<file path="src/spi_pkg.sv">
`default_nettype none

package spi_pkg;

  // frame geometry
  localparam int ADDR_W = 3;
  localparam int DATA_W = 8;
  localparam int CMD_W  = 12;
  localparam int HDR_W  = 4;

  // sclk half period and read turnaround, in clk cycles
  localparam int SCLK_HALF = 4;
  localparam int READ_GAP  = 100;

  localparam int NBITS_W    = 4;
  localparam int HALF_CNT_W = $clog2(SCLK_HALF);
  localparam int GAP_CNT_W  = $clog2(READ_GAP);

  localparam logic [HALF_CNT_W-1:0] HALF_LAST = HALF_CNT_W'(SCLK_HALF - 1);
  localparam logic [GAP_CNT_W-1:0]  GAP_LAST  = GAP_CNT_W'(READ_GAP - 1);

  localparam logic [NBITS_W-1:0] NBITS_CMD  = NBITS_W'(CMD_W);
  localparam logic [NBITS_W-1:0] NBITS_HDR  = NBITS_W'(HDR_W);
  localparam logic [NBITS_W-1:0] NBITS_DATA = NBITS_W'(DATA_W);

  typedef enum logic {
    OP_READ  = 1'b0,
    OP_WRITE = 1'b1
  } spi_op_e;

  // field order matches the order on the wire, MSB first
  typedef struct packed {
    spi_op_e           op;
    logic [ADDR_W-1:0] addr;
    logic [DATA_W-1:0] data;
  } spi_cmd_t;

  typedef struct packed {
    logic [DATA_W-1:0] rdata;
  } spi_rsp_t;

  // tx_bits is left aligned, only the top nbits are clocked out
  typedef struct packed {
    logic [CMD_W-1:0]   tx_bits;
    logic [NBITS_W-1:0] nbits;
  } shift_req_t;

  typedef enum logic [2:0] {
    IDLE     = 3'd0,
    W_SHIFT  = 3'd1,
    R_HDR    = 3'd2,
    R_GAP    = 3'd3,
    R_DATA   = 3'd4,
    ACK_HOLD = 3'd5
  } ctrl_state_e;

endpackage

`default_nettype wire
</file>
<file path="src/spi_cmd_master.sv">
`timescale 1ns/1ps
`default_nettype none

module spi_cmd_master (
  input  logic              clk,
  input  logic              rst_n,
  input  logic              cmd_req,
  input  spi_pkg::spi_cmd_t cmd,
  input  logic              miso,
  output logic              cmd_ack,
  output spi_pkg::spi_rsp_t rsp,
  output logic              sclk,
  output logic              cs_n,
  output logic              mosi
);

  logic                       start;
  logic                       busy;
  logic                       done;
  logic [spi_pkg::DATA_W-1:0] rx_byte;
  spi_pkg::shift_req_t        shift_req;

  // sequencing and cs_n
  spi_cmd_ctrl u_ctrl (
    .clk       (clk),
    .rst_n     (rst_n),
    .cmd_req   (cmd_req),
    .cmd       (cmd),
    .busy      (busy),
    .done      (done),
    .rx_byte   (rx_byte),
    .cmd_ack   (cmd_ack),
    .rsp       (rsp),
    .start     (start),
    .shift_req (shift_req),
    .cs_n      (cs_n)
  );

  // sclk generation and bit shifting
  spi_shift_engine u_engine (
    .clk       (clk),
    .rst_n     (rst_n),
    .start     (start),
    .shift_req (shift_req),
    .miso      (miso),
    .busy      (busy),
    .done      (done),
    .rx_byte   (rx_byte),
    .sclk      (sclk),
    .mosi      (mosi)
  );

endmodule

`default_nettype wire

</file>
<file path="src/spi_cmd_ctrl.sv">
`timescale 1ns/1ps
`default_nettype none

module spi_cmd_ctrl (
  input  logic                       clk,
  input  logic                       rst_n,
  input  logic                       cmd_req,
  input  spi_pkg::spi_cmd_t          cmd,
  input  logic                       busy,
  input  logic                       done,
  input  logic [spi_pkg::DATA_W-1:0] rx_byte,
  output logic                       cmd_ack,
  output spi_pkg::spi_rsp_t          rsp,
  output logic                       start,
  output spi_pkg::shift_req_t        shift_req,
  output logic                       cs_n
);

  spi_pkg::ctrl_state_e            state;
  spi_pkg::spi_cmd_t               cmd_q;
  logic [spi_pkg::GAP_CNT_W-1:0]   gap_cnt;
  logic                            issued;
  logic                            take;

  // new command only from IDLE with the previous ack already dropped
  assign take = (state == spi_pkg::IDLE) && cmd_req && !cmd_ack;

  // shift request follows the state, so it is valid while start is high
  always_comb
  begin
    case (state)
      spi_pkg::W_SHIFT:
      begin
        shift_req.tx_bits = cmd_q;
        shift_req.nbits   = spi_pkg::NBITS_CMD;
      end
      spi_pkg::R_HDR:
      begin
        shift_req.tx_bits = {cmd_q.op, cmd_q.addr, {spi_pkg::DATA_W{1'b0}}};
        shift_req.nbits   = spi_pkg::NBITS_HDR;
      end
      default:
      begin
        // read data window, mosi held low
        shift_req.tx_bits = '0;
        shift_req.nbits   = spi_pkg::NBITS_DATA;
      end
    endcase
  end

  always_ff @(posedge clk or negedge rst_n)
  begin
    if (!rst_n)
    begin
      state   <= spi_pkg::IDLE;
      issued  <= 1'b0;
      gap_cnt <= '0;
      start   <= 1'b0;
      cs_n    <= 1'b1;
      cmd_ack <= 1'b0;
    end
    else
    begin
      start <= 1'b0;
      case (state)
        spi_pkg::IDLE:
        begin
          issued <= 1'b0;
          if (take)
          begin
            if (cmd.op == spi_pkg::OP_WRITE)
            begin
              state <= spi_pkg::W_SHIFT;
            end
            else
            begin
              state <= spi_pkg::R_HDR;
            end
          end
        end
        spi_pkg::W_SHIFT:
        begin
          if (!issued && !busy)
          begin
            start  <= 1'b1;
            cs_n   <= 1'b0;
            issued <= 1'b1;
          end
          else if (done)
          begin
            cs_n  <= 1'b1;
            state <= spi_pkg::ACK_HOLD;
          end
        end
        spi_pkg::R_HDR:
        begin
          if (!issued && !busy)
          begin
            start  <= 1'b1;
            cs_n   <= 1'b0;
            issued <= 1'b1;
          end
          else if (done)
          begin
            cs_n    <= 1'b1;
            gap_cnt <= '0;
            state   <= spi_pkg::R_GAP;
          end
        end
        spi_pkg::R_GAP:
        begin
          // cs_n high for exactly READ_GAP cycles, then straight into the data window
          if (gap_cnt == spi_pkg::GAP_LAST)
          begin
            start <= 1'b1;
            cs_n  <= 1'b0;
            state <= spi_pkg::R_DATA;
          end
          else
          begin
            gap_cnt <= gap_cnt + 1'b1;
          end
        end
        spi_pkg::R_DATA:
        begin
          if (done)
          begin
            cs_n  <= 1'b1;
            state <= spi_pkg::ACK_HOLD;
          end
        end
        spi_pkg::ACK_HOLD:
        begin
          if (!cmd_ack)
          begin
            cmd_ack <= 1'b1;
          end
          else if (!cmd_req)
          begin
            cmd_ack <= 1'b0;
            state   <= spi_pkg::IDLE;
          end
        end
        default:
        begin
          state <= spi_pkg::IDLE;
        end
      endcase
    end
  end

  always_ff @(posedge clk)
  begin
    if (take)
    begin
      cmd_q <= cmd;
      // writes answer with zero
      rsp   <= '0;
    end
    else if ((state == spi_pkg::R_DATA) && done)
    begin
      rsp.rdata <= rx_byte;
    end
  end

endmodule

`default_nettype wire

</file>
<file path="src/spi_shift_engine.sv">
`timescale 1ns/1ps
`default_nettype none

module spi_shift_engine (
  input  logic                       clk,
  input  logic                       rst_n,
  input  logic                       start,
  input  spi_pkg::shift_req_t        shift_req,
  input  logic                       miso,
  output logic                       busy,
  output logic                       done,
  output logic [spi_pkg::DATA_W-1:0] rx_byte,
  output logic                       sclk,
  output logic                       mosi
);

  logic [spi_pkg::HALF_CNT_W-1:0] half_cnt;
  logic [spi_pkg::NBITS_W-1:0]    bit_cnt;
  logic [spi_pkg::NBITS_W-1:0]    nbits_q;
  logic [spi_pkg::CMD_W-1:0]      tx_sr;
  logic [spi_pkg::DATA_W-1:0]     rx_sr;
  logic                           accept;
  logic                           half_end;
  logic                           rise_tick;
  logic                           last_bit;

  assign accept = start && !busy;

  // end of the current sclk half period
  assign half_end = busy && (half_cnt == spi_pkg::HALF_LAST);

  // sclk about to go high, mode 0 sample point
  assign rise_tick = half_end && !sclk;

  // bit_cnt counts rising edges already taken
  assign last_bit = (bit_cnt == nbits_q);

  assign mosi    = tx_sr[spi_pkg::CMD_W-1];
  assign rx_byte = rx_sr;

  always_ff @(posedge clk or negedge rst_n)
  begin
    if (!rst_n)
    begin
      busy     <= 1'b0;
      done     <= 1'b0;
      sclk     <= 1'b0;
      half_cnt <= '0;
      bit_cnt  <= '0;
      tx_sr    <= '0;
    end
    else
    begin
      done <= 1'b0;
      if (!busy)
      begin
        if (start)
        begin
          busy     <= 1'b1;
          half_cnt <= '0;
          bit_cnt  <= '0;
          tx_sr    <= shift_req.tx_bits;
        end
      end
      else if (!half_end)
      begin
        half_cnt <= half_cnt + 1'b1;
      end
      else
      begin
        half_cnt <= '0;
        if (!sclk)
        begin
          sclk    <= 1'b1;
          bit_cnt <= bit_cnt + 1'b1;
        end
        else if (last_bit)
        begin
          // high phase of the final bit is over, close the window
          busy  <= 1'b0;
          done  <= 1'b1;
          sclk  <= 1'b0;
          tx_sr <= '0;
        end
        else
        begin
          // falling edge, next bit onto mosi
          sclk  <= 1'b0;
          tx_sr <= {tx_sr[spi_pkg::CMD_W-2:0], 1'b0};
        end
      end
    end
  end

  always_ff @(posedge clk)
  begin
    if (accept)
    begin
      nbits_q <= shift_req.nbits;
    end
    if (rise_tick)
    begin
      rx_sr <= {rx_sr[spi_pkg::DATA_W-2:0], miso};
    end
  end

endmodule

`default_nettype wire

</file>
<file path="config.mk">
export PLATFORM = sky130hd
export DESIGN_NAME = spi_cmd_master
export DESIGN_NICKNAME = d
export VERILOG_FILES = /design/src/spi_pkg.sv /design/src/spi_cmd_master.sv /design/src/spi_cmd_ctrl.sv /design/src/spi_shift_engine.sv
export SDC_FILE = /design/constraint.sdc
export NUM_CORES = 1
export LEC_CHECK = 0
export ABC_CLOCK_PERIOD_IN_PS = 1500
export BUFFER_PORTS_ARGS = -buffer_cell sky130_fd_sc_hd__buf_2
export CORE_ASPECT_RATIO = 1.25
export CORE_MARGIN = 1
export CORE_UTILIZATION = 53
export CTS_CLUSTER_SIZE = 8
export DETAILED_ROUTE_END_ITERATION = 8
export GPL_TIMING_DRIVEN = 0
export PLACE_DENSITY_LB_ADDON = 0.15
export RECOVER_POWER = 100
export REMOVE_ABC_BUFFERS = 1
export SYNTH_ARGS = -nofsm -noshare
export SYNTH_HDL_FRONTEND = slang
export SYNTH_HIERARCHICAL = 1
export SYNTH_SLANG_ARGS = --single-unit
</file>
<file path="constraint.sdc">
create_clock -name clk -period 1.5 [get_ports clk]
set_input_delay 0.3 -clock clk [delete_from_list [all_inputs] [get_ports clk]]
set_output_delay 0.3 -clock clk [all_outputs]
set_load 0.1 [all_outputs]
</file>
; ---- Word level (Yosys, flattened, before mapping)
; Index checks and enable logic that the tools add are counted.
[totals]
register_bits = 67
out_inout_bits = 12
elab_cells = 113
[classes]
n_addsub = 3
n_eq_ne = 20
muxes = 48
n_reduce_logical = 24
[op_table]
columns = op, n
row1 = $mux W12, 5
row2 = $pmux W16 S2, 1
row3 = $mux W3, 8
row4 = $mux W7, 3
row5 = $mux W1, 18
row6 = $pmux W3 S6, 1
row7 = $mux W4, 4
row8 = $ne A2 B2 Y1 const B, 7
row9 = $pmux W7 S2, 1
row10 = $ne A2 B1 Y1 const B, 5
row11 = $mux W2, 4
row12 = $add A7 B1 Y7 const B, 1
row13 = $eq A7 B7 Y1 const B, 1
row14 = $logic_and A1 B1 Y1, 7
row15 = $reduce_and A7 Y1, 1
row16 = $eq A3 B2 Y1 const B, 2
row17 = $eq A3 B3 Y1 const B, 2
row18 = $reduce_and A2 Y1, 3
row19 = $reduce_and A3 Y1, 2
row20 = $reduce_bool A2 Y1, 3
row21 = $add A4 B1 Y4 const B, 1
row22 = $eq A4 B4 Y1, 1
row23 = $logic_not A1 Y1, 4
row24 = $pmux W1 S2, 2
row25 = other kinds (8), 8

; ---- Depth between registers and ports, before layout
; Gate-level depths: netlist (run 1).
[depth]
depth_word = 5
ltp_mapped = 6
mapped_depth_nobuf = 5

; ---- Hierarchy
; Netlist (run 1), hierarchy kept.
[by_module_without_submodules]
columns = mod, n_inst, cells_each, area_each_um2, seq_area_each_um2
row1 = spi_cmd_ctrl, 1, 155, 1681.6, 872.1
row2 = spi_shift_engine, 1, 126, 1493.9, 885.8

; ---- Worst setup path before layout (run 1)
; Ideal clock, no wire load.
[synth_timing]
path_type = reg-to-reg
start = reg u_ctrl.cmd_ack
end = reg u_ctrl/cmd_q[0] in the netlist's numbering, enable pin
setup_time_ps = 385
t_arrival_ps = 1781
t_required_ps = 1115
setup_slack_ps = -667
path_stages_with_launch = 3
n_path_buf = 0
synth_period_minus_slack_ps = 2167
path_cell_list = dfrtp_1 -> nand2b_1 -> nor4_4
[synth_via]
elab_chain_cells = 2
[synth_rtl]
columns = item, line_no
row1 = start: declaration, spi_cmd_ctrl.sv:12  ; output logic cmd_ack,
row2 = start signal: assignment, spi_cmd_ctrl.sv:60  ; cmd_ack <= 1'b0;
row3 = start signal: assignment, spi_cmd_ctrl.sv:136  ; cmd_ack <= 1'b1;
row4 = start signal: assignment, spi_cmd_ctrl.sv:140  ; cmd_ack <= 1'b0;
row5 = $logic_not A1 Y1, spi_cmd_ctrl.sv:26  ; assign take = (state == spi_pkg::IDLE) && cmd_req && !cmd_ack;
row6 = $logic_and A1 B1 Y1, spi_cmd_ctrl.sv:26
row7 = via u_ctrl.take, spi_cmd_ctrl.sv:23  ; logic take;
row8 = end signal: assignment, spi_cmd_ctrl.sv:156  ; cmd_q <= cmd;
row9 = end: declaration, spi_cmd_ctrl.sv:20  ; spi_pkg::spi_cmd_t cmd_q;
; The timed path passes the listed nets, and every way through them passes these cells.
; A chain may end at the register's enable or synchronous reset.

; ---- Worst setup path in the final report (run 1)
[layout_timing]
start = reg u_ctrl.state[0]
end = reg, netlist name u_ctrl/rsp[7]
[layout_via]
elab_chain_cells = 3
elab_cells_between_ends = 5
cone_classes = eq/ne (1) / reduce/logical (4)
[layout_rtl]
columns = item, line_no
row1 = start: declaration, spi_cmd_ctrl.sv:19  ; spi_pkg::ctrl_state_e state;
row2 = start signal: assignment, spi_cmd_ctrl.sv:55  ; state <= spi_pkg::IDLE;
row3 = start signal: assignment, spi_cmd_ctrl.sv:73  ; state <= spi_pkg::W_SHIFT;
row4 = start signal: assignment, spi_cmd_ctrl.sv:77  ; state <= spi_pkg::R_HDR;
row5 = $logic_not A3 Y1, spi_cmd_ctrl.sv:26
row6 = $logic_and A1 B1 Y1 (2 in series), spi_cmd_ctrl.sv:26
; Several ways; a longest one is shown, not always the timed one.

==> metrics.md, run 1 <==
| Metric | Value |
|---|---|
| Status | `complete, no violations` |
| CTS tree | `yes` |
| Post-Place Cells | `355` |
| Final Hold Vio Count | `0` |
| Top cells by count, synth | `dfrtp_1, edfxtp_1, o21ai_0` |
| Max Freq | `676.1 MHz` |
| Fin crit share | `98.61%` |
| Area Overhead vs Synth | `22.10%` |
| Final setup vio count | `0` |
| Async S/R FF share, synth | `52.24%` |
| #FFs+latches synth | `67` |
| Core Region | `5779 um2` |
| Total track usage | `22.63%` |
| Normalized max-slew margin | `40.03%` |
| Critical R2R Launch | `u_ctrl/state[0]` |
| Avg WL per Cell | `16.73 um` |
| R2r worst-path depth | `5` |
| Placement row count | `31` |
| Crit-path max cell delay | `0.53 ns` |
| Die area | `6307 um2` |
| Core Util, Final | `67.09%` |
| Global placer's final weighted congestion | `0.8150` |
| Reg clk slew, reported paths | `0.08 ns` |
| TritonCTS Sinks | `67` |
| DP Wirelength | `3689 um` |
| Antenna diodes | `0` |
| Num CTS Buffers | `9` |
| Clk_lat worst skew | `0.35 ns` |
| Storage cell area | `1774 um2` |
| Synth area leader | `dfrtp_1` |
| CP max FO | `8` |
| Post-Syn Instances | `281` |
| Initial antenna violation count | `0` |
| Post-synthesis average cell area | `11.30 um2` |
| Setup WS pre-CTS | `-0.7636 ns` |
| PnR worst setup slack | `0.02083 ns` |
| IO Pins | `28` |
| Worst-margin pin slew | `0.8996 ns` |
| Max-slew violation count | `0` |
| Hold Path Class | `primary input to asynchronous set/reset pin` |
| Via count | `2386` |
| Vias/cell | `5.906` |
| R2R setup slack | `0.02 ns` |
| Pre-antenna DRT Iters | `4` |
| Initial core utilization | `54.95%` |
| Worst Path Required | `1.75 ns` |
| Root Buffer | `clkbuf_8` |
| Die Y | `88.54 um` |
| Area of the multi-input gates | `1380 um2` |
| Iter 0 DRT Violations | `214` |
| Yosys cell types | `53` |
| Top cell type's share of synthesized area | `26.79%` |
| Number of global-route vias before repair | `2148` |
| R2r endpoint | `u_ctrl/rsp[7]` |
| Critical-path cell list | `buf_4 -> nor3_4 -> buf_12 -> mux2i_1 -> nor2_1` |
| Buffers plus inverters on the worst setup path | `2` |
| Max clock buf depth | `2` |
| Yosys warning count | `6` |
| CP arrival | `1.73 ns` |
| Critical path's slowest cell | `dfrtp_4` |
| RSZ-0062 raised after global routing | `true` |
| Max Cap Viol | `0` |
| Post-synth top flop | `dfrtp_1` |
| Leakage power | `1.622 nW` |
| Top-count cell post-synth | `dfrtp_1` |
| Crit start category | `flop` |
| Pin count of the biggest net entering global routing | `36` |
| Final Net Count | `352` |
| Crit Path Category | `flop to flop` |
| First-pass GRT wire length | `10640 um` |
| GRT overflow | `0` |
| Final std cells w/o fill | `404` |
| Crit end category | `flop` |
| PwrDens | `922.9 nW/um2` |
| Port Buffer Count | `27` |
| Share of layout cells above drive strength 1 | `31.07%` |
| Top cells by area, synth | `dfrtp_1, edfxtp_1, dfxtp_1` |
| WL final | `6760 um` |
| Fin crit period | `1.479 ns` |
| DRT antenna net count | `0` |
| Max Clock Skew | `0.009007 ns` |
| Filler Cell Count | `445` |
| Area of the mapped netlist | `3176 um2` |
| Family with the most delay on the worst path | `flip-flops` |
| Drc violations | `0` |
| Post-synth EDFFs | `24` |
| Seq/Total Area, Yosys | `55.36%` |
| Peak supply drop | `0.7587 mV` |
| H-tree depth | `3` |
| Overall die width | `71.24 um` |
per-layer routing:
| layer | vias up | wire length [um] | track usage [%] |
|---|---|---|---|
| li1 | 1150 | - | - |
| met1 | 1140 | 2896 | 29.71 |
| met2 | 80 | 3367 | 34.98 |
| met3 | 16 | 325 | 4.214 |
| met4 | 0 | 170 | 14.00 |
| met5 | - | 0 | 0 |
logic make-up after synthesis:
kind of cell               synth area share (%)
AOI/OAI and AO/OA                         14.15
xor gates and xnor gates                  2.758
adders and majority gates                 1.182
buffers and inverters                     4.531
DFF                                       55.36
muxes                                     3.783
other                                    0.1181
and+or+nand+nor                           18.13
worst max-delay path by stage:
stage | endpoint | slack, ns | startpoint | depth (start not counted)
2_1_floorplan | u_ctrl/cmd_q[0] | -0.67 | u_ctrl/cmd_ack | 2
3_3_place_gp | u_engine/tx_sr[8] | -0.75 | u_engine/busy | 4
3_5_place_dp | u_engine/tx_sr[6] | -0.76 | u_engine/busy | 4
4_1_cts | u_engine/bit_cnt[3] | 0.006 | u_engine/half_cnt[0] | 4
5_1_grt | u_ctrl/rsp[1] | -0.06 | u_ctrl/state[2] | 5
6_report | u_ctrl/rsp[7] | 0.02 | u_ctrl/state[0] | 5
metrics by stage:
stage	cell area, um2	power (mW)	TNS (ns)	hold slack, ns
after CTS	3765	3.609	0	0.05897
after floorplan	3050	2.037	-23.04	0.004409
after global routing	3877	3.685	-0.5172	0.1102
final	3877	3.579	0	0.06437
after detailed placement	3268	2.092	-37.77	0.4410
after global placement	3268	2.089	-35.88	0.4308
cell usage in the layout (no fill, tap or decap), types with 3 or more instances in the layout:
cell	instances
buf_4	29
dfrtp_1	29
edfxtp_1	24
buf_2	22
o21ai_0	20
nor2_1	19
mux2i_1	12
nor3_1	12
o22ai_1	12
o211ai_1	11
nand2_1	10
clkbuf_8	9
nand3_1	9
and3_1	8
xor2_1	8
dfxtp_1	8
and2_1	6
nand4_1	5
buf_6	4
a21oi_2	4
a21oi_1	4
dfrtp_4	4
clkinvlp_4	3
nor4_4	3
or3_1	3
inv_1	3
flip-flops by register name (all words and copies together), names as in the netlist:
register / cells
u_engine/half_cnt: 2
u_ctrl/state: 3
u_engine/busy: 1
u_engine/bit_cnt: 4
u_ctrl/cs_n: 1
u_ctrl/issued: 1
u_ctrl/cmd_ack: 1
u_engine/tx_sr: 12
u_ctrl/cmd_q: 12
u_engine/rx_byte: 8
u_ctrl/start: 1
u_engine/sclk: 1
u_engine/done: 1
u_engine/nbits_q: 4
u_ctrl/gap_cnt: 7
u_ctrl/rsp: 8
power breakdown:
group | total [mW] | switching, mW | internal (mW)
Clock | 1.53 | 0.749 | 0.778
Sequential | 1.90 | 0.00590 | 1.90
Combinational | 0.147 | 0.120 | 0.0270
Total | 3.58 | 0.875 | 2.70
timing repair:
action / CTS / global route
setup buffers: 23 / 9
cloned: 1 / 0
pin swaps: 6 / 3
setup endpoints to repair: 66 / 35
hold buffers: 0 / 0
gates resized for setup: 29 / 10
layout make-up:
class                      count  area share (%)
clock buffer                   9           3.195
sequential                    67           45.76
tap                           66           2.130
timing repair buffer          59           10.87
inverter                       4          0.4840
clock inverter                 7           1.968
multi-input combinational    192           35.59
No activity file was read; power rests on OpenSTA's default activity.
==> run 2, diff against run 1 <==
--- a/config.mk
+++ b/config.mk
@@ -9,7 +9,7 @@
 export BUFFER_PORTS_ARGS = -buffer_cell sky130_fd_sc_hd__buf_2
 export CORE_ASPECT_RATIO = 1.25
 export CORE_MARGIN = 1
-export CORE_UTILIZATION = 53
+export CORE_UTILIZATION = 30
 export CTS_CLUSTER_SIZE = 8
 export DETAILED_ROUTE_END_ITERATION = 8
 export GPL_TIMING_DRIVEN = 0
==> metrics.md, run 2 (synthesized netlist as in run 1, its figures left out) <==
| Metric | Value |
|---|---|
| Peak supply drop | `0.6275 mV (-17%)` |
| Max Freq | `672.6 MHz (-0.51%)` |
| Vias/cell | `5.057 (-14%)` |
| Clk_lat worst skew | `0.33 ns (-0.02 ns)` |
| Global placer's final weighted congestion | `0.7328 (-10%)` |
| CP arrival | `1.74 ns (about the same)` |
| Normalized max-slew margin | `38.37% (-1.7 points)` |
| DP Wirelength | `4064 um (+10%)` |
| Crit start category | `flop` |
| Max Clock Skew | `0.004184 ns (-0.004823 ns)` |
| Area Overhead vs Synth | `28.68%` |
| Root Buffer | `clkbuf_16` |
| H-tree depth | `3 (unchanged)` |
| Num CTS Buffers | `9 (unchanged)` |
| Critical-path cell list | `buf_6 -> nor2b_4 -> nand4_1 -> or3_1 -> a21oi_1` |
| Initial core utilization | `31.11% (-24 points)` |
| TritonCTS Sinks | `67 (unchanged)` |
| Pre-antenna DRT Iters | `4 (unchanged)` |
| Final Hold Vio Count | `0 (unchanged)` |
| IO Pins | `28 (unchanged)` |
| First-pass GRT wire length | `11810 um (+11%)` |
| Crit end category | `flop` |
| Max Cap Viol | `0 (unchanged)` |
| Sum of negative setup slack | `0 ns (unchanged)` |
| Placed Area | `3347 um2 (+2.4%)` |
| Max clock buf depth | `2 (unchanged)` |
| Most common cell after layout, fill and taps aside | `dfrtp_1` |
| Most frequent cells in the layout | `dfrtp_1, edfxtp_1, buf_4` |
| PwrDens | `1076 nW/um2 (+17%)` |
| Design area | `4086 um2 (+5.4%)` |
| WL final | `7171 um (+6.1%)` |
| Overall die width | `94.02 um (+32%)` |
| Biggest regs | `u_ctrl/cmd_q (12), u_engine/tx_sr (12)` |
| Port Buffer Count | `27 (unchanged)` |
| Avg WL per Cell | `15.26 um (-8.8%)` |
| RSZ-0062 raised after global routing | `true` |
| Pin count of the biggest net entering global routing | `36 (unchanged)` |
| Via count | `2377 (-0.38%)` |
| Final Net Count | `355 (+0.85%)` |
| Final setup vio count | `0 (unchanged)` |
| Status | `complete, no violations` |
| Share of layout cells above drive strength 1 | `30.50% (-0.57 points)` |
| Die area | `11000 um2 (+74%)` |
| Number of global-route vias before repair | `2320 (+8.0%)` |
| Total track usage | `14.27% (-8.4 points)` |
| Core Util, Final | `40.03% (-27 points)` |
| Drc violations | `0 (unchanged)` |
| Max-slew violation count | `0 (unchanged)` |
| Worst Path Required | `1.76 ns (about the same)` |
| Core Region | `10210 um2 (+77%)` |
| Antenna diodes | `0 (unchanged)` |
| GRT overflow | `0 (unchanged)` |
| Placement row count | `41 (+32%)` |
| Iter 0 DRT Violations | `119 (-44%)` |
| Fin crit share | `99.12% (+0.51 points)` |
| CTS tree | `yes` |
| Reg clk slew, reported paths | `0.06 ns (-0.02 ns)` |
| Leakage power | `1.694 nW (+4.5%)` |
| Initial antenna violation count | `0 (unchanged)` |
| DRT antenna net count | `0 (unchanged)` |
| Critical path's slowest cell | `dfrtp_4` |
| Fin crit period | `1.487 ns (+0.007612 ns)` |
| CP max FO | `6 (-2)` |
| Worst-margin pin slew | `0.9245 ns (+0.02492 ns)` |
| Die Y | `117.0 um (+32%)` |
| Hold Path Class | `primary input to asynchronous set/reset pin` |
| Crit-path max cell delay | `0.48 ns (-0.05 ns)` |
| Crit Path Category | `flop to flop` |
-- run 2: critical path: cells and delay by family (launching register included) --
family | cells | cell delay (ns)
AND/OR/NAND/NOR | 3 | 0.66
flip-flops | 1 | 0.48
AO/OA/AOI/OAI | 1 | 0.14
buffers and inverters | 1 | 0.13
-- run 2: cell type report --
class | instances | area [um2]
clock inverters | 6 | 95.09
clock buffers | 10 | 239.0
repair buffers | 62 | 425.4
multi-input cells | 192 | 1379
well taps | 129 | 161.4
inverters | 4 | 16.27
flip-flops and latches | 67 | 1770
fillers | 1015 | 6122
-- run 2: stage by stage --
step | total power [mW] | setup slack [ns] | hold slack, ns | instances
global placement | 2.090 | -0.8654 | 0.4398 | 418
CTS | 4.470 | -0.03181 | 0.09950 | 457
floorplan | 2.037 | -0.6669 | 0.004409 | 262
detailed placement | 2.091 | -0.8926 | 0.4402 | 418
finish | 4.395 | 0.01321 | 0.08772 | 470
global route | 4.539 | -0.02340 | 0.1294 | 470
-- run 2: layer usage --
metal	vias up	routed length [um]	global-route usage (%)
met2	32	3497	23.36
met1	1180	3324	17.74
li1	1155	-	-
met5	-	0	0
met4	0	114	6.462
met3	10	234	3.618
-- run 2: report_power, final --
| part | switching (mW) | internal (mW) |
|---|---|---|
| registers | 0.00564 | 1.90 |
| clock network | 0.822 | 1.52 |
| logic | 0.119 | 0.0265 |
| total | 0.947 | 3.45 |
-- run 2: final timing paths --
kind / start / end / slack, ns / cells past startpoint
min in group clk: miso / u_engine/rx_byte[0] / 0.14 / 1
setup reg to reg: u_ctrl/state[1] / u_ctrl/gap_cnt[6] / 0.01 / 5
hold / removal: rst_n / u_ctrl/gap_cnt[1] / 0.09 / 1
hold reg to reg: u_engine/rx_byte[4] / u_engine/rx_byte[5] / 0.46 / 0
max in group asynchronous: rst_n / u_ctrl/state[1] / 0.72 / 1
setup / recovery: u_ctrl/state[1] / u_ctrl/gap_cnt[6] / 0.01 / 5
-- run 2: repair_timing --
item	in CTS	in global routing
hold endpoints to repair	0	0
buffers inserted	22	13
cloned	1	0
setup endpoints to repair	66	44
resized for setup	26	16
pin swaps	4	3
hold buffers	0	0
==> run 3, diff against run 2 <==
--- a/config.mk
+++ b/config.mk
@@ -18,5 +18,4 @@
 export REMOVE_ABC_BUFFERS = 1
 export SYNTH_ARGS = -nofsm -noshare
 export SYNTH_HDL_FRONTEND = slang
-export SYNTH_HIERARCHICAL = 1
 export SYNTH_SLANG_ARGS = --single-unit
==> constraint.sdc (replaced) <==
create_clock -name clk -period 1.5 [get_ports clk]
set_input_delay 0.3 -clock clk [delete_from_list [all_inputs] [get_ports clk]]
set_output_delay 0.3 -clock clk [all_outputs]
set_load 0.02 [all_outputs]
==> metrics.md, run 3 <==
| Metric | Value |
|---|---|
| Status | `complete, but fails checks` |
| Failing checks | `setup timing` |
| Post-synthesis average cell area | `11.47 um2 (+1.5%)` |
| Seq/Total Area, Yosys | `60.93% (+5.6 points)` |
| Iter 0 DRT Violations | `75 (-37%)` |
| Normalized max-slew margin | `39.14% (+0.77 points)` |
| Area of the mapped netlist | `2786 um2 (-12%)` |
| Initial core utilization | `31.51% (+0.40 points)` |
| Crit-path max cell delay | `0.52 ns (+0.04 ns)` |
| CP max FO | `4 (-2)` |
| Max clock buf depth | `2 (unchanged)` |
| Crit Path Category | `flop to flop` |
| Yosys cell types | `43 (-19%)` |
| Root Buffer | `clkbuf_8` |
| Overall die width | `88.20 um (-6.2%)` |
| Largest family of logic cells by synthesized area | `compound AO/OA/AOI/OAI gates` |
| CTS Hold Buffers Added | `0 (unchanged)` |
| Pin count of the biggest net entering global routing | `36 (unchanged)` |
| Num CTS Buffers | `9 (unchanged)` |
| First-pass GRT wire length | `10290 um (-13%)` |
| Placement row count | `38 (-7.3%)` |
| Synth area leader | `dfrtp_1` |
| Hold Path Class | `primary input to asynchronous set/reset pin` |
| DP Wirelength | `3638 um (-10%)` |
| CP arrival | `1.94 ns (+0.20 ns)` |
| Pre-antenna DRT Iters | `4 (unchanged)` |
| Share of layout cells above drive strength 1 | `32.27% (+1.8 points)` |
| Post-synth top flop | `dfrtp_1` |
| Reg clk slew, reported paths | `0.08 ns (+0.02 ns)` |
| Top cells by count, synth | `nor2_1, dfrtp_1, edfxtp_1` |
| Avg WL per Cell | `14.48 um (-5.1%)` |
| Top cells by area, synth | `dfrtp_1, edfxtp_1, dfxtp_1` |
| M2 GR Usage | `24.56% (+1.2 points)` |
| CTS tree | `yes` |
| PwrDens | `1748 nW/um2 (+63%)` |
| Vias/cell | `4.836 (-4.4%)` |
| Max Clock Skew | `0.007727 ns (+0.003543 ns)` |
| Placed Area | `3072 um2 (-8.2%)` |
| Initial antenna violation count | `0 (unchanged)` |
| DRT antenna net count | `0 (unchanged)` |
| Biggest regs | `u_ctrl.cmd_q (12), u_engine.tx_sr (12)` |
| Fin crit period | `1.689 ns (+0.2023 ns)` |
| Setup WS pre-CTS | `-0.6737 ns (+0.2189 ns)` |
| Mux contribution to synthesized area | `3.278% (-0.50 points)` |
| Busiest grt layer | `met2` |
| Leakage power | `1.451 nW (-14%)` |
| Crit start category | `flop` |
| Fin crit share | `112.6% (+13 points)` |
| Met1 Track Usage GR | `16.21% (-1.5 points)` |
| Filler Cell Count | `872 (-14%)` |
| Compound-Gate Fraction of Synth Area | `14.55% (+0.40 points)` |
| Total track usage | `14.38% (+0.11 points)` |
| Crit end category | `flop` |
| IO Pins | `28 (unchanged)` |
| Port Buffer Count | `27 (unchanged)` |
| RSZ-0062 raised after global routing | `true` |
| Global placer's final weighted congestion | `0.7242 (-1.2%)` |
| Max Cap Viol | `0 (unchanged)` |
| Fraction of the mapped netlist area in adder cells | `1.796% (+0.61 points)` |
| Global Route met3 Usage | `4.580% (+0.96 points)` |
| H-tree depth | `3 (unchanged)` |
| PnR worst setup slack | `-0.1891 ns (-0.2023 ns)` |
| Hold slack final | `0.07382 ns (-0.01390 ns)` |
| Final Hold Vio Count | `0 (unchanged)` |
| Clk_lat worst skew | `0.35 ns (+0.02 ns)` |
| Max Freq | `592.0 MHz (-12%)` |
| Post-Syn Instances | `243 (-14%)` |
| Final std cells w/o fill | `433 (-7.9%)` |
| Yosys warning count | `0 (-6)` |
| TritonCTS Sinks | `65 (-3.0%)` |
| Number of global-route vias before repair | `2165 (-6.7%)` |
| Worst-margin pin slew | `0.9130 ns (-0.01151 ns)` |
| Critical path's slowest cell | `or4b_1` |
| Area Overhead vs Synth | `34.40%` |
| Final setup vio count | `46 (+46)` |
| Antenna diodes | `0 (unchanged)` |
| Post-Place Cells | `383 (-8.4%)` |
| Max-slew violation count | `0 (unchanged)` |
| Via count | `2094 (-12%)` |
| Die Y | `109.8 um (-6.2%)` |
| Worst Path Required | `1.75 ns (about the same)` |
| Async S/R FF share, synth | `53.85% (+1.6 points)` |
| Synth Area in XOR/XNOR | `2.829% (+0.071 points)` |
| Core Region | `8843 um2 (-13%)` |
| Sum of negative setup slack | `-3.796 ns (-3.796 ns)` |
| WL final | `6271 um (-13%)` |
| Drc violations | `0 (unchanged)` |
| Top cell type's share of synthesized area | `30.53% (+3.7 points)` |
| Final Net Count | `328 (-7.6%)` |
| Critical-path cell list | `or4b_1 -> a21o_1 -> a31oi_4 -> o2111ai_1 -> o211ai_1` |
| Design area | `3745 um2 (-8.4%)` |
| GRT overflow | `0 (unchanged)` |
| Die area | `9680 um2 (-12%)` |
| Simple-Gate Fraction of Synth Area | `14.32% (-3.8 points)` |
| Most frequent cells in the layout | `nor2_1, dfrtp_1, buf_4` |
| Peak supply drop | `0.8364 mV (+33%)` |
| Post-synth EDFFs | `22 (-8.3%)` |
| #FFs+latches synth | `65 (-3.0%)` |
| Top-count cell post-synth | `nor2_1` |
| Most common cell after layout, fill and taps aside | `nor2_1` |
[run 3: repair_timing]
action | 4_1_cts | 5_1_grt
setup endpoints to repair | 57 | 39
pin swaps | 17 | 10
buffers inserted | 28 | 3
resized for setup | 31 | 19
gates cloned | 1 | 2
[run 3: worst paths after layout]
check | start | to | slack, ns | cells past startpoint
max | u_ctrl.state[1] | u_ctrl.state[2] | -0.19 | 5
min | rst_n | u_ctrl.gap_cnt[5] | 0.07 | 1
max reg2reg | u_ctrl.state[1] | u_ctrl.state[2] | -0.19 | 5
min reg2reg | u_engine.rx_byte[1] | u_engine.rx_byte[2] | 0.46 | 0
max in group asynchronous | rst_n | u_engine.busy | 0.80 | 1
min in group clk | cmd[0] | u_ctrl.cmd_q[0] | 0.13 | 1
[run 3: layout make-up]
cell class,count,area [um2],area share [%]
inverters,8,35.03,0.9355
repair buffers,60,441.7,11.79
well taps,120,150.1,4.009
clock buffers,9,123.9,3.308
flip-flops and latches,65,1704,45.51
multi-input cells,164,1206,32.21
clock inverters,7,83.83,2.239
[run 3: metal layers]
metal  share of wire [%]  wire length, um  up-vias
met5                   0                0        -
li1                    -                -     1016
met1                  43             2726     1037
met4                 1.1               72        0
met2                  52             3247       34
met3                 3.6              225        7
[run 3: stage by stage]
| step | power [mW] | util [%] |
|---|---|---|
| 5_1_grt | 7.016 | 42.35 |
| 2_1_floorplan | 3.897 | - |
| 3_3_place_gp | 4.369 | 34.35 |
| 3_5_place_dp | 4.430 | 34.73 |
| 6_report | 6.545 | 42.35 |
| 4_1_cts | 6.505 | 41.38 |
[run 3: where the power goes]
part | switching [mW] | internal (mW)
clock | 0.765 | 0.799
sequential | 0.336 | 2.33
combinational | 1.31 | 1.00
total | 2.41 | 4.13
[run 3: cell families after synthesis]
group	after synthesis
mux	9
buf+inv	16
flops	65
fa+ha+maj	4
compound gates	60
simple gates	80
xor+xnor	9
[run 3: worst max-delay path: cells and delay by family, from the launching register on]
kind	cells	cell delay [ns]
DFF	1	0.44
AOI/OAI and AO/OA	4	0.63
and+or+nand+nor	1	0.52
